`config.mk`:
```
export PLATFORM = sky130hd
export DESIGN_NAME = fetch_stage
export DESIGN_NICKNAME = d
export VERILOG_FILES = /design/src/verilog/fetch_pkg.sv /design/src/verilog/bpu_pkg.sv /design/src/verilog/icache_ifc.sv /design/src/verilog/bpu.sv /design/src/verilog/ifu.sv /design/src/verilog/fetch_stage.sv
export VERILOG_INCLUDE_DIRS = /design/src /design/src/include
export SDC_FILE = /design/constraint.sdc
export NUM_CORES = 1
export LEC_CHECK = 0
export BUFFER_PORTS_ARGS = -buffer_cell sky130_fd_sc_hd__buf_4
export CAP_MARGIN = 30
export CORE_MARGIN = 2
export CORE_UTILIZATION = 40
export CTS_CLUSTER_DIAMETER = 50
export DETAILED_ROUTE_END_ITERATION = 16
export PLACE_DENSITY = 0.67
export SYNTH_ARGS = -nofsm -noshare
export SYNTH_HDL_FRONTEND = slang
export SYNTH_HIERARCHICAL = 1
export SYNTH_SLANG_ARGS = --single-unit
```
`constraint.sdc`:
```
create_clock -name clk_i -period 11.4 [get_ports clk_i]
set_clock_uncertainty 0.05 [all_clocks]
set_input_delay 1.14 -clock clk_i [delete_from_list [all_inputs] [get_ports clk_i]]
set_output_delay 1.14 -clock clk_i [all_outputs]
set_load 0.02 [all_outputs]
```
`src/include/len5_consts.svh`:
```
// Global widths and default predictor sizes for the fetch stage
`ifndef LEN5_CONSTS_SVH
`define LEN5_CONSTS_SVH

// ----------------------------------------------------------------------
// Datapath widths
// ----------------------------------------------------------------------

// Address width
`define XLEN 32
// Instruction word width
`define ILEN 32

// ----------------------------------------------------------------------
// Branch predictor geometry
// ----------------------------------------------------------------------

// Global history length in bits
`define HLEN_DEFAULT 4
// BTB index bits, so 16 entries by default
`define BTB_BITS_DEFAULT 4

`endif

```
`src/verilog/fetch_pkg.sv`:
```
// Shared types of the fetch datapath and the cache interface FSM
`include "len5_consts.svh"

package fetch_pkg;

  // ----------------------------------------------------------------------
  // Cache interface FSM
  // ----------------------------------------------------------------------

  typedef enum logic [1:0] {
    // Waiting for a read request
    IFC_IDLE    = 2'd0,
    // Address offered to the cache
    IFC_REQ     = 2'd1,
    // Address accepted, waiting for the word
    IFC_WAIT    = 2'd2,
    // Draining a response killed by a flush
    IFC_DISCARD = 2'd3
  } icache_state_t;

  // ----------------------------------------------------------------------
  // Fetch buffer entry
  // ----------------------------------------------------------------------

  // Word, its PC and the prediction made for that PC
  typedef struct packed {
    logic [`ILEN-1:0] instr;
    logic [`XLEN-1:0] pc;
    logic             pred_taken;
    logic [`XLEN-1:0] pred_target;
  } fetch_entry_t;

endpackage

```
`src/verilog/bpu_pkg.sv`:
```
// Types and helpers of the BTB and gshare branch predictor
`include "len5_consts.svh"

package bpu_pkg;

  // Two-bit saturating direction counter
  typedef enum logic [1:0] {
    STRONG_NT = 2'd0,
    WEAK_NT   = 2'd1,
    WEAK_T    = 2'd2,
    STRONG_T  = 2'd3
  } sat_cnt_t;

  // BTB tag width for the default geometry
  // Word aligned PC, so the two low bits carry nothing
  localparam int btb_tag_w = `XLEN - `BTB_BITS_DEFAULT - 2;

  // Next counter state after a resolved outcome
  function automatic sat_cnt_t sat_next(input sat_cnt_t cnt, input logic taken);
    sat_cnt_t nxt;
    nxt = cnt;
    case (cnt)
      STRONG_NT: nxt = taken ? WEAK_NT : STRONG_NT;
      WEAK_NT:   nxt = taken ? WEAK_T : STRONG_NT;
      WEAK_T:    nxt = taken ? STRONG_T : WEAK_NT;
      STRONG_T:  nxt = taken ? STRONG_T : WEAK_T;
      default:   nxt = WEAK_NT;
    endcase
    return nxt;
  endfunction

  // Upper half of the counter range predicts taken
  function automatic logic sat_taken(input sat_cnt_t cnt);
    return (cnt == WEAK_T) || (cnt == STRONG_T);
  endfunction

endpackage

```
`src/verilog/icache_ifc.sv`:
```
// Instruction cache handshake controller with flush discard
`timescale 1ns/100ps
`include "len5_consts.svh"

module icache_ifc (
  input  logic             clk_i,
  input  logic             arst_n_i,
  input  logic             flush_i,
  // Fetch unit side
  input  logic             read_req_i,
  input  logic [`XLEN-1:0] pc_i,
  output logic [`ILEN-1:0] rd_instr_o,
  output logic [`XLEN-1:0] rd_pc_o,
  output logic             read_done_o,
  // Instruction cache side
  output logic [`XLEN-1:0] addr_o,
  output logic             addr_valid_o,
  input  logic             addr_ready_i,
  input  logic [`ILEN-1:0] data_i,
  input  logic             data_valid_i,
  output logic             data_ready_o
);

  fetch_pkg::icache_state_t state_q, state_d;

  // Address of the read in progress
  logic [`XLEN-1:0] pc_q;
  // Request parked behind a discard
  logic [`XLEN-1:0] pend_pc_q;
  logic             pend_q;
  // Flush seen before the address was taken
  logic             kill_q;
  logic             addr_hs;
  logic             data_hs;
  logic             busy_req;
  logic             drain_done;

  // ----------------------------------------------------------------------
  // Handshakes
  // ----------------------------------------------------------------------

  assign addr_o       = pc_q;
  assign addr_valid_o = (state_q == fetch_pkg::IFC_REQ);
  // Discard state must also accept the late word
  assign data_ready_o = (state_q == fetch_pkg::IFC_WAIT) ||
                        (state_q == fetch_pkg::IFC_DISCARD);
  assign addr_hs      = addr_valid_o & addr_ready_i;
  assign data_hs      = data_valid_i & data_ready_o;

  // Only possible right after a flush
  assign busy_req     = read_req_i & (state_q != fetch_pkg::IFC_IDLE);
  // Stale word dropped, cache is free again
  assign drain_done   = (state_q == fetch_pkg::IFC_DISCARD) & data_hs;

  // ----------------------------------------------------------------------
  // Next state
  // ----------------------------------------------------------------------

  always_comb begin
    state_d = state_q;
    case (state_q)
      fetch_pkg::IFC_IDLE: begin
        if (read_req_i) begin
          state_d = fetch_pkg::IFC_REQ;
        end
      end
      fetch_pkg::IFC_REQ: begin
        // Killed address still has to reach the cache
        if (addr_hs) begin
          state_d = (flush_i | kill_q) ? fetch_pkg::IFC_DISCARD : fetch_pkg::IFC_WAIT;
        end
      end
      fetch_pkg::IFC_WAIT: begin
        // Word and flush together, word simply dropped
        if (data_hs) begin
          state_d = fetch_pkg::IFC_IDLE;
        end else if (flush_i) begin
          state_d = fetch_pkg::IFC_DISCARD;
        end
      end
      fetch_pkg::IFC_DISCARD: begin
        if (data_hs) begin
          state_d = ((pend_q | read_req_i) & ~flush_i) ? fetch_pkg::IFC_REQ
                                                        : fetch_pkg::IFC_IDLE;
        end
      end
      default: state_d = fetch_pkg::IFC_IDLE;
    endcase
  end

  // ----------------------------------------------------------------------
  // Control registers
  // ----------------------------------------------------------------------

  always_ff @(posedge clk_i or negedge arst_n_i) begin
    if (!arst_n_i) begin
      state_q     <= fetch_pkg::IFC_IDLE;
      kill_q      <= 1'b0;
      pend_q      <= 1'b0;
      read_done_o <= 1'b0;
    end else begin
      state_q     <= state_d;
      // One cycle after a live data handshake
      read_done_o <= (state_q == fetch_pkg::IFC_WAIT) & data_hs & ~flush_i;
      // Sticky while the killed address waits for ready
      kill_q      <= (state_q == fetch_pkg::IFC_REQ) & ~addr_hs & (kill_q | flush_i);
      if (flush_i || drain_done) begin
        pend_q <= 1'b0;
      end else if (busy_req) begin
        pend_q <= 1'b1;
      end
    end
  end

  // Address and returned word
  always_ff @(posedge clk_i) begin
    if ((state_q == fetch_pkg::IFC_IDLE) && read_req_i) begin
      pc_q <= pc_i;
    end else if (drain_done) begin
      pc_q <= pend_q ? pend_pc_q : pc_i;
    end
    if (busy_req) begin
      pend_pc_q <= pc_i;
    end
    if ((state_q == fetch_pkg::IFC_WAIT) && data_hs) begin
      rd_instr_o <= data_i;
      rd_pc_o    <= pc_q;
    end
  end

  // Cache sees a steady address until it takes it
  a_addr_stable: assert property (@(posedge clk_i) disable iff (!arst_n_i)
    addr_valid_o && !addr_ready_i |=> addr_valid_o && $stable(addr_o));

endmodule

```
`src/verilog/bpu.sv`:
```
// Branch predictor with a direct-mapped BTB and a gshare pattern table
`timescale 1ns/100ps
`include "len5_consts.svh"

module bpu #(
  parameter int HLEN     = `HLEN_DEFAULT,
  parameter int BTB_BITS = `BTB_BITS_DEFAULT
) (
  input  logic             clk_i,
  input  logic             arst_n_i,
  input  logic             flush_i,
  // Fetch PC
  input  logic [`XLEN-1:0] pc_i,
  // Resolution from execute
  input  logic             res_valid_i,
  input  logic             res_taken_i,
  input  logic             res_mispredict_i,
  input  logic [`XLEN-1:0] res_pc_i,
  input  logic [`XLEN-1:0] res_target_i,
  // Prediction
  output logic             pred_taken_o,
  output logic [`XLEN-1:0] pred_target_o
);

  localparam int BTB_DEPTH = 2 ** BTB_BITS;
  localparam int PHT_DEPTH = 2 ** HLEN;
  // PC bits above the index
  localparam int TAG_W     = `XLEN - BTB_BITS - 2;

  // BTB columns
  logic              btb_valid_q [BTB_DEPTH];
  logic [TAG_W-1:0]  btb_tag_q   [BTB_DEPTH];
  logic [`XLEN-1:0]  btb_tgt_q   [BTB_DEPTH];
  // Direction counters
  bpu_pkg::sat_cnt_t pht_q       [PHT_DEPTH];
  // Global history, newest outcome in bit 0
  logic [HLEN-1:0]   ghr_q;

  logic [BTB_BITS-1:0] pred_btb_idx;
  logic [BTB_BITS-1:0] res_btb_idx;
  logic [HLEN-1:0]     pred_pht_idx;
  logic [HLEN-1:0]     res_pht_idx;
  logic                btb_hit;
  logic                clear_tables;

  // ----------------------------------------------------------------------
  // Prediction path
  // ----------------------------------------------------------------------

  assign pred_btb_idx = pc_i[BTB_BITS+1:2];
  // gshare hash of PC and history
  assign pred_pht_idx = pc_i[HLEN+1:2] ^ ghr_q;
  assign btb_hit      = btb_valid_q[pred_btb_idx] &&
                        (btb_tag_q[pred_btb_idx] == pc_i[`XLEN-1:BTB_BITS+2]);

  // Taken only with a known target
  assign pred_taken_o  = btb_hit && bpu_pkg::sat_taken(pht_q[pred_pht_idx]);
  assign pred_target_o = btb_tgt_q[pred_btb_idx];

  // ----------------------------------------------------------------------
  // Training path
  // ----------------------------------------------------------------------

  assign res_btb_idx  = res_pc_i[BTB_BITS+1:2];
  // Same hash, history as seen by the branch
  assign res_pht_idx  = res_pc_i[HLEN+1:2] ^ ghr_q;
  // Mispredict flush keeps what was learned
  assign clear_tables = flush_i & ~res_mispredict_i;

  always_ff @(posedge clk_i or negedge arst_n_i) begin
    if (!arst_n_i) begin
      for (int i = 0; i < BTB_DEPTH; i++) begin
        btb_valid_q[i] <= 1'b0;
      end
      for (int i = 0; i < PHT_DEPTH; i++) begin
        pht_q[i] <= bpu_pkg::WEAK_NT;
      end
      ghr_q <= '0;
    end else begin
      // Counters survive any flush
      if (res_valid_i) begin
        pht_q[res_pht_idx] <= bpu_pkg::sat_next(pht_q[res_pht_idx], res_taken_i);
      end
      if (clear_tables) begin
        for (int i = 0; i < BTB_DEPTH; i++) begin
          btb_valid_q[i] <= 1'b0;
        end
        ghr_q <= '0;
      end else if (res_valid_i) begin
        if (res_taken_i) begin
          btb_valid_q[res_btb_idx] <= 1'b1;
        end
        // Shift in the outcome
        ghr_q <= {ghr_q[HLEN-2:0], res_taken_i};
      end
    end
  end

  // Tag and target written by taken branches only
  always_ff @(posedge clk_i) begin
    if (res_valid_i && res_taken_i) begin
      btb_tag_q[res_btb_idx] <= res_pc_i[`XLEN-1:BTB_BITS+2];
      btb_tgt_q[res_btb_idx] <= res_target_i;
    end
  end

  // Execute stage flags a mispredict only on a resolved branch
  a_mispredict_valid: assert property (@(posedge clk_i) disable iff (!arst_n_i)
    res_mispredict_i |-> res_valid_i);

endmodule

```
`src/verilog/ifu.sv`:
```
// Fetch unit that starts cache reads and issues words from a two-entry buffer
`timescale 1ns/100ps
`include "len5_consts.svh"

module ifu (
  input  logic             clk_i,
  input  logic             arst_n_i,
  input  logic             flush_i,
  // PC generator
  input  logic [`XLEN-1:0] pc_i,
  output logic             fetch_ready_o,
  // Prediction for pc_i
  input  logic             pred_taken_i,
  input  logic [`XLEN-1:0] pred_target_i,
  // Cache interface
  input  logic [`ILEN-1:0] rd_instr_i,
  input  logic [`XLEN-1:0] rd_pc_i,
  input  logic             read_done_i,
  output logic             read_req_o,
  // Decode
  input  logic             issue_ready_i,
  output logic             issue_valid_o,
  output logic [`ILEN-1:0] instruction_o,
  output logic [`XLEN-1:0] issue_pc_o,
  output logic             pred_taken_o,
  output logic [`XLEN-1:0] pred_target_o
);

  localparam int DEPTH = 2;

  fetch_pkg::fetch_entry_t buf_q [DEPTH];

  logic       rd_ptr_q;
  logic       wr_ptr_q;
  logic [1:0] count_q;
  // One read in the cache at most
  logic       outst_q;
  logic       push;
  logic       pop;
  logic       space;

  // ----------------------------------------------------------------------
  // Read start and completion
  // ----------------------------------------------------------------------

  // Word returned by a read that a flush did not kill
  assign push          = read_done_i & ~flush_i;
  assign pop           = issue_valid_o & issue_ready_i;
  // Free slot now, or one freed by this pop
  assign space         = (count_q < 2'(DEPTH)) | pop;
  assign read_req_o    = ~outst_q & space & ~flush_i;
  // pc_i captured, generator may step
  assign fetch_ready_o = push;

  // ----------------------------------------------------------------------
  // Buffer head to decode
  // ----------------------------------------------------------------------

  assign issue_valid_o = (count_q != 2'd0);
  assign instruction_o = buf_q[rd_ptr_q].instr;
  assign issue_pc_o    = buf_q[rd_ptr_q].pc;
  assign pred_taken_o  = buf_q[rd_ptr_q].pred_taken;
  assign pred_target_o = buf_q[rd_ptr_q].pred_target;

  always_ff @(posedge clk_i or negedge arst_n_i) begin
    if (!arst_n_i) begin
      rd_ptr_q <= 1'b0;
      wr_ptr_q <= 1'b0;
      count_q  <= 2'd0;
      outst_q  <= 1'b0;
    end else if (flush_i) begin
      // Empty buffer, stale read left to the cache interface
      rd_ptr_q <= 1'b0;
      wr_ptr_q <= 1'b0;
      count_q  <= 2'd0;
      outst_q  <= 1'b0;
    end else begin
      if (read_req_o) begin
        outst_q <= 1'b1;
      end else if (read_done_i) begin
        outst_q <= 1'b0;
      end
      if (push) begin
        wr_ptr_q <= ~wr_ptr_q;
      end
      if (pop) begin
        rd_ptr_q <= ~rd_ptr_q;
      end
      case ({push, pop})
        2'b10:   count_q <= count_q + 2'd1;
        2'b01:   count_q <= count_q - 2'd1;
        default: count_q <= count_q;
      endcase
    end
  end

  // Prediction still valid, pc_i is held until fetch_ready_o
  always_ff @(posedge clk_i) begin
    if (push) begin
      buf_q[wr_ptr_q] <= '{instr:       rd_instr_i,
                           pc:          rd_pc_i,
                           pred_taken:  pred_taken_i,
                           pred_target: pred_target_i};
    end
  end

  // Lookahead on the pop never lets a third entry in
  a_no_overflow: assert property (@(posedge clk_i) disable iff (!arst_n_i)
    push |-> (count_q < 2'(DEPTH)) || pop);

  // Returned word belongs to the PC the generator still holds
  a_pc_held: assert property (@(posedge clk_i) disable iff (!arst_n_i)
    push |-> rd_pc_i == pc_i);

endmodule

```
`src/verilog/fetch_stage.sv`:
```
// Instruction fetch stage joining the cache interface, predictor and fetch unit
`timescale 1ns/100ps
`include "len5_consts.svh"

module fetch_stage #(
  parameter int HLEN     = `HLEN_DEFAULT,
  parameter int BTB_BITS = `BTB_BITS_DEFAULT
) (
  input  logic             clk_i,
  input  logic             arst_n_i,
  input  logic             flush_i,
  // PC generator
  input  logic [`XLEN-1:0] pc_i,
  output logic             fetch_ready_o,
  // Instruction cache
  output logic [`XLEN-1:0] addr_o,
  output logic             addr_valid_o,
  input  logic             addr_ready_i,
  input  logic [`ILEN-1:0] data_i,
  input  logic             data_valid_i,
  output logic             data_ready_o,
  // Decode
  input  logic             issue_ready_i,
  output logic             issue_valid_o,
  output logic [`ILEN-1:0] instruction_o,
  output logic [`XLEN-1:0] issue_pc_o,
  output logic             pred_taken_o,
  output logic [`XLEN-1:0] pred_target_o,
  // Branch resolution from execute
  input  logic             res_valid_i,
  input  logic             res_taken_i,
  input  logic             res_mispredict_i,
  input  logic [`XLEN-1:0] res_pc_i,
  input  logic [`XLEN-1:0] res_target_i
);

  // Fetch unit and cache interface
  logic             read_req;
  logic             read_done;
  logic [`ILEN-1:0] rd_instr;
  logic [`XLEN-1:0] rd_pc;
  // Predictor to fetch unit
  logic             pred_taken;
  logic [`XLEN-1:0] pred_target;

  // ----------------------------------------------------------------------
  // Cache interface
  // ----------------------------------------------------------------------

  icache_ifc u_icache_ifc (
    .clk_i        (clk_i),
    .arst_n_i     (arst_n_i),
    .flush_i      (flush_i),
    .read_req_i   (read_req),
    .pc_i         (pc_i),
    .rd_instr_o   (rd_instr),
    .rd_pc_o      (rd_pc),
    .read_done_o  (read_done),
    .addr_o       (addr_o),
    .addr_valid_o (addr_valid_o),
    .addr_ready_i (addr_ready_i),
    .data_i       (data_i),
    .data_valid_i (data_valid_i),
    .data_ready_o (data_ready_o)
  );

  // ----------------------------------------------------------------------
  // Branch predictor, decides on its own which flushes clear it
  // ----------------------------------------------------------------------

  bpu #(
    .HLEN     (HLEN),
    .BTB_BITS (BTB_BITS)
  ) u_bpu (
    .clk_i            (clk_i),
    .arst_n_i         (arst_n_i),
    .flush_i          (flush_i),
    .pc_i             (pc_i),
    .res_valid_i      (res_valid_i),
    .res_taken_i      (res_taken_i),
    .res_mispredict_i (res_mispredict_i),
    .res_pc_i         (res_pc_i),
    .res_target_i     (res_target_i),
    .pred_taken_o     (pred_taken),
    .pred_target_o    (pred_target)
  );

  // ----------------------------------------------------------------------
  // Fetch unit
  // ----------------------------------------------------------------------

  ifu u_ifu (
    .clk_i         (clk_i),
    .arst_n_i      (arst_n_i),
    .flush_i       (flush_i),
    .pc_i          (pc_i),
    .fetch_ready_o (fetch_ready_o),
    .pred_taken_i  (pred_taken),
    .pred_target_i (pred_target),
    .rd_instr_i    (rd_instr),
    .rd_pc_i       (rd_pc),
    .read_done_i   (read_done),
    .read_req_o    (read_req),
    .issue_ready_i (issue_ready_i),
    .issue_valid_o (issue_valid_o),
    .instruction_o (instruction_o),
    .issue_pc_o    (issue_pc_o),
    .pred_taken_o  (pred_taken_o),
    .pred_target_o (pred_target_o)
  );

endmodule

```
==> flow_summary.ini <==
[outcome]
run_status = finished clean

[setup_path]
reg2reg_to = u_ifu/buf_q[0][1]
reg2reg_from = u_icache_ifc/read_done_o
r2r_setup_slack_ns = 8.39
required_ns = 10.21
path_class = reg -> out
crit_fanout = 47
cp.arrival_ns = 3.12
ff2ff_path_depth = 4
start_kind = flip-flop
end_kind = primary output

[placed_design]
gp_congestion = 0.845
placedCellCount = 4060
numPortBuffers = 267
place_hpwl_mm = 65.3

[logic_synthesis]
syn-cell-area_sq_mm = 0.0503
yosysSeqAreaShare = 0.778
synthArstFlopShare = 0.0473
ys_ff_latch = 1312
synthCells = 2191
syn-num-nets = 2328
synth_edf_count = 1250
ys_types = 67
ys_top_cells_by_area = edfxtp_1, mux4_2, mux2_2
synth_ff_type = edfxtp_1
ys.warnings.count = 6
netlist.area_leader.share = 0.747
synth_largest_area_cell = edfxtp_1
synth.avg_cell_area_sq_um = 22.9

[final_layout]
fillers = 10100
fin_util = 0.469
final_nets = 2687
drive_above_1_share = 0.375
area_growth_pct = 16.9
layout.cells.non_filler = 4320

[floorplan]
pin_count = 270
die-area_sq_mm = 0.129
rows = 130
core_area_sq_mm = 0.125
start_util = 0.401
die_h_um = 359
dieWidth_um = 359

[global_routing]
grt_antenna_before_repair = 17
grt_start_max_net_pins = 130
grt_pass1_wl_mm = 163
grt_overflow = 0
grt_usage = 0.176
grt_pass1_vias = 24400

[sta]
hold_violations = 0
tns_ns = 0
fin_crit_sh = 0.378
max_freq_mhz = 232
slew_headroom = 0.266
hold_slack_ns = 0.393
rsz0062_at_grt = no
setup_viol = 0
finalMaxSlewViolations = 0
min_period_ns = 4.31
worst_pin_slew_ns = 1.10

[clock_tree]
postCtsSetupBuffers = 0
ctsRootBufferMaster = clkbuf_16
clkLatencyLatePin_ns = 0.77
htreeDepth = 4
numCtsBuffers = 137
cts_sinks = 1312
ctsResizeCount = 0
clk_path_buf_depth = 3
cts_tree = done
clk_pin_slew_ns = 0.06
hold_buffers = 0

[route]
ant_nets = 0
wl_per_cell_um = 26.3
finalWirelength_mm = 114
vias = 23400
viasPerCell = 5.41
drc_errors = 0
dr.first_iter.drc_count = 2377
dr.pass1.iters = 8

[flow_run]
drv_cap = 0

[hold_path]
hold_path.class = in -> async

[power]
power_density_mw_per_mm2 = 182
irDropWorstVdd_mv = 0.162
p_leak_nw = 19.3
## layer usage
metal	wire length [um]	GRT usage
met5	105	0
met1	44500	0.223
met4	3480	0.0693
met3	8180	0.0404
met2	57300	0.295
## cell type report
cell class | count | area, sq um | share of cell area
Timing Repair Buffer | 317 | 2490 | 0.0423
Clock buffer | 174 | 3630 | 0.0617
Multi-Input combinational cell | 768 | 10700 | 0.182
Inverter | 14 | 52.6 | 0.000894
Sequential cell | 1312 | 39100 | 0.665
Clock inverter | 74 | 736 | 0.0125
Tap cell | 1650 | 2060 | 0.0351
Antenna cell | 11 | 27.5 | 0.000468
## critical path, cell delays in order, from the launching register on
cell and delay [ns]:
dfrtp_4 0.65, buf_16 0.29, buf_4 0.71, mux2_2 0.46, buf_4 0.17
## logic make-up after synthesis
| logic type | after synthesis | share of synthesized area |
|---|---|---|
| AOI/OAI and AO/OA | 70 | 0.00976 |
| xor gates and xnor gates | 48 | 0.00851 |
| DFF | 1312 | 0.778 |
| and+or+nand+nor | 157 | 0.0149 |
| adders and majority gates | 2 | 0.000448 |
| buffers and inverters | 111 | 0.0122 |
| muxes | 491 | 0.176 |
## worst max-delay path by stage
stage                     cells after the start           start               endpoint  slack (ns)
after global routing                          4  u_ifu/rd_ptr_q      pred_target_o[30]        6.96
after floorplan                               4     res_valid_i  u_bpu/btb_tag_q[0][0]        4.88
final                                         4  u_ifu/rd_ptr_q      pred_target_o[16]        7.09
after CTS                                     4  u_ifu/rd_ptr_q      pred_target_o[16]        6.94
after detailed placement                      8         pc_i[2]     u_ifu/buf_q[0][32]        6.55
after global placement                        5         pc_i[2]     u_ifu/buf_q[0][29]        6.39
## Yosys cell counts (3+ instances only)
library cell and number:
dfstp_2 16, mux2_2 113, nor4_1 3, buf_4 4
a22oi_1 4, nor2b_1 10, nand3_1 10, mux4_2 285
a221oi_1 4, a211oi_1 5, nor2_1 81, clkbuf_1 27
dfrtp_1 46, nand2b_1 5, mux2i_1 43, a21oi_1 16
o211ai_1 5, mux2_4 50, xnor2_1 26, buf_1 8
o21ai_0 9, o22ai_1 3, inv_1 12, nor3_1 7
buf_12 3, xor2_1 21, nand2_1 22, edfxtp_1 1250
or3_1 3, buf_6 10, buf_2 45
## sequential cells by signal, indices dropped and copies added (netlist names), 16 cells and up
name and count:
u_icache_ifc/rd_instr_o 32, u_icache_ifc/addr_o 32, u_bpu/pht_q 32, u_icache_ifc/pend_pc_q 32, u_icache_ifc/rd_pc_o 32, u_bpu/btb_tgt_q 512
u_ifu/buf_q 194, u_bpu/btb_valid_q 16, u_bpu/btb_tag_q 416
## report_power, final
| part | switching (W) | internal, W |
|---|---|---|
| logic | 0.000438 | 0.000357 |
| clock network | 0.00182 | 0.00248 |
| registers | 0.0000840 | 0.00550 |
## layout by cell type, fill, tap and decap left out, types with 4 or more instances in the layout
master         n
a211oi_1       5
a21oi_1       16
a221oi_1       4
a22oi_1        4
buf_16         4
buf_4        309
bufinv_16      9
clkbuf_1      34
clkbuf_16    140
clkinv_1      28
clkinv_2      13
clkinv_8       4
clkinvlp_4     6
dfrtp_1       45
dfstp_2       16
diode_2       11
edfxtp_1    1250
inv_1         12
inv_6          7
mux2_2       113
mux2_4        50
mux2i_1       43
mux4_2       285
nand2_1       22
nand2b_1       5
nand3_1       10
nor2_1        68
nor2_4        13
nor2b_1        9
nor3_2         4
o211ai_1       5
o21ai_0        9
xnor2_1       26
xor2_1        21
## through the flow
step / power, W / worst slack (ns) / cell area (sq um)
after CTS: 0.0108 / 6.94 / 58700
after floorplan: 0.00617 / 4.88 / 50300
final: 0.0107 / 7.09 / 58800
after global routing: 0.0110 / 6.96 / 58800
after detailed placement: 0.00649 / 6.55 / 54400
after global placement: 0.00644 / 6.39 / 54300
(Power assumes the default switching activity.)
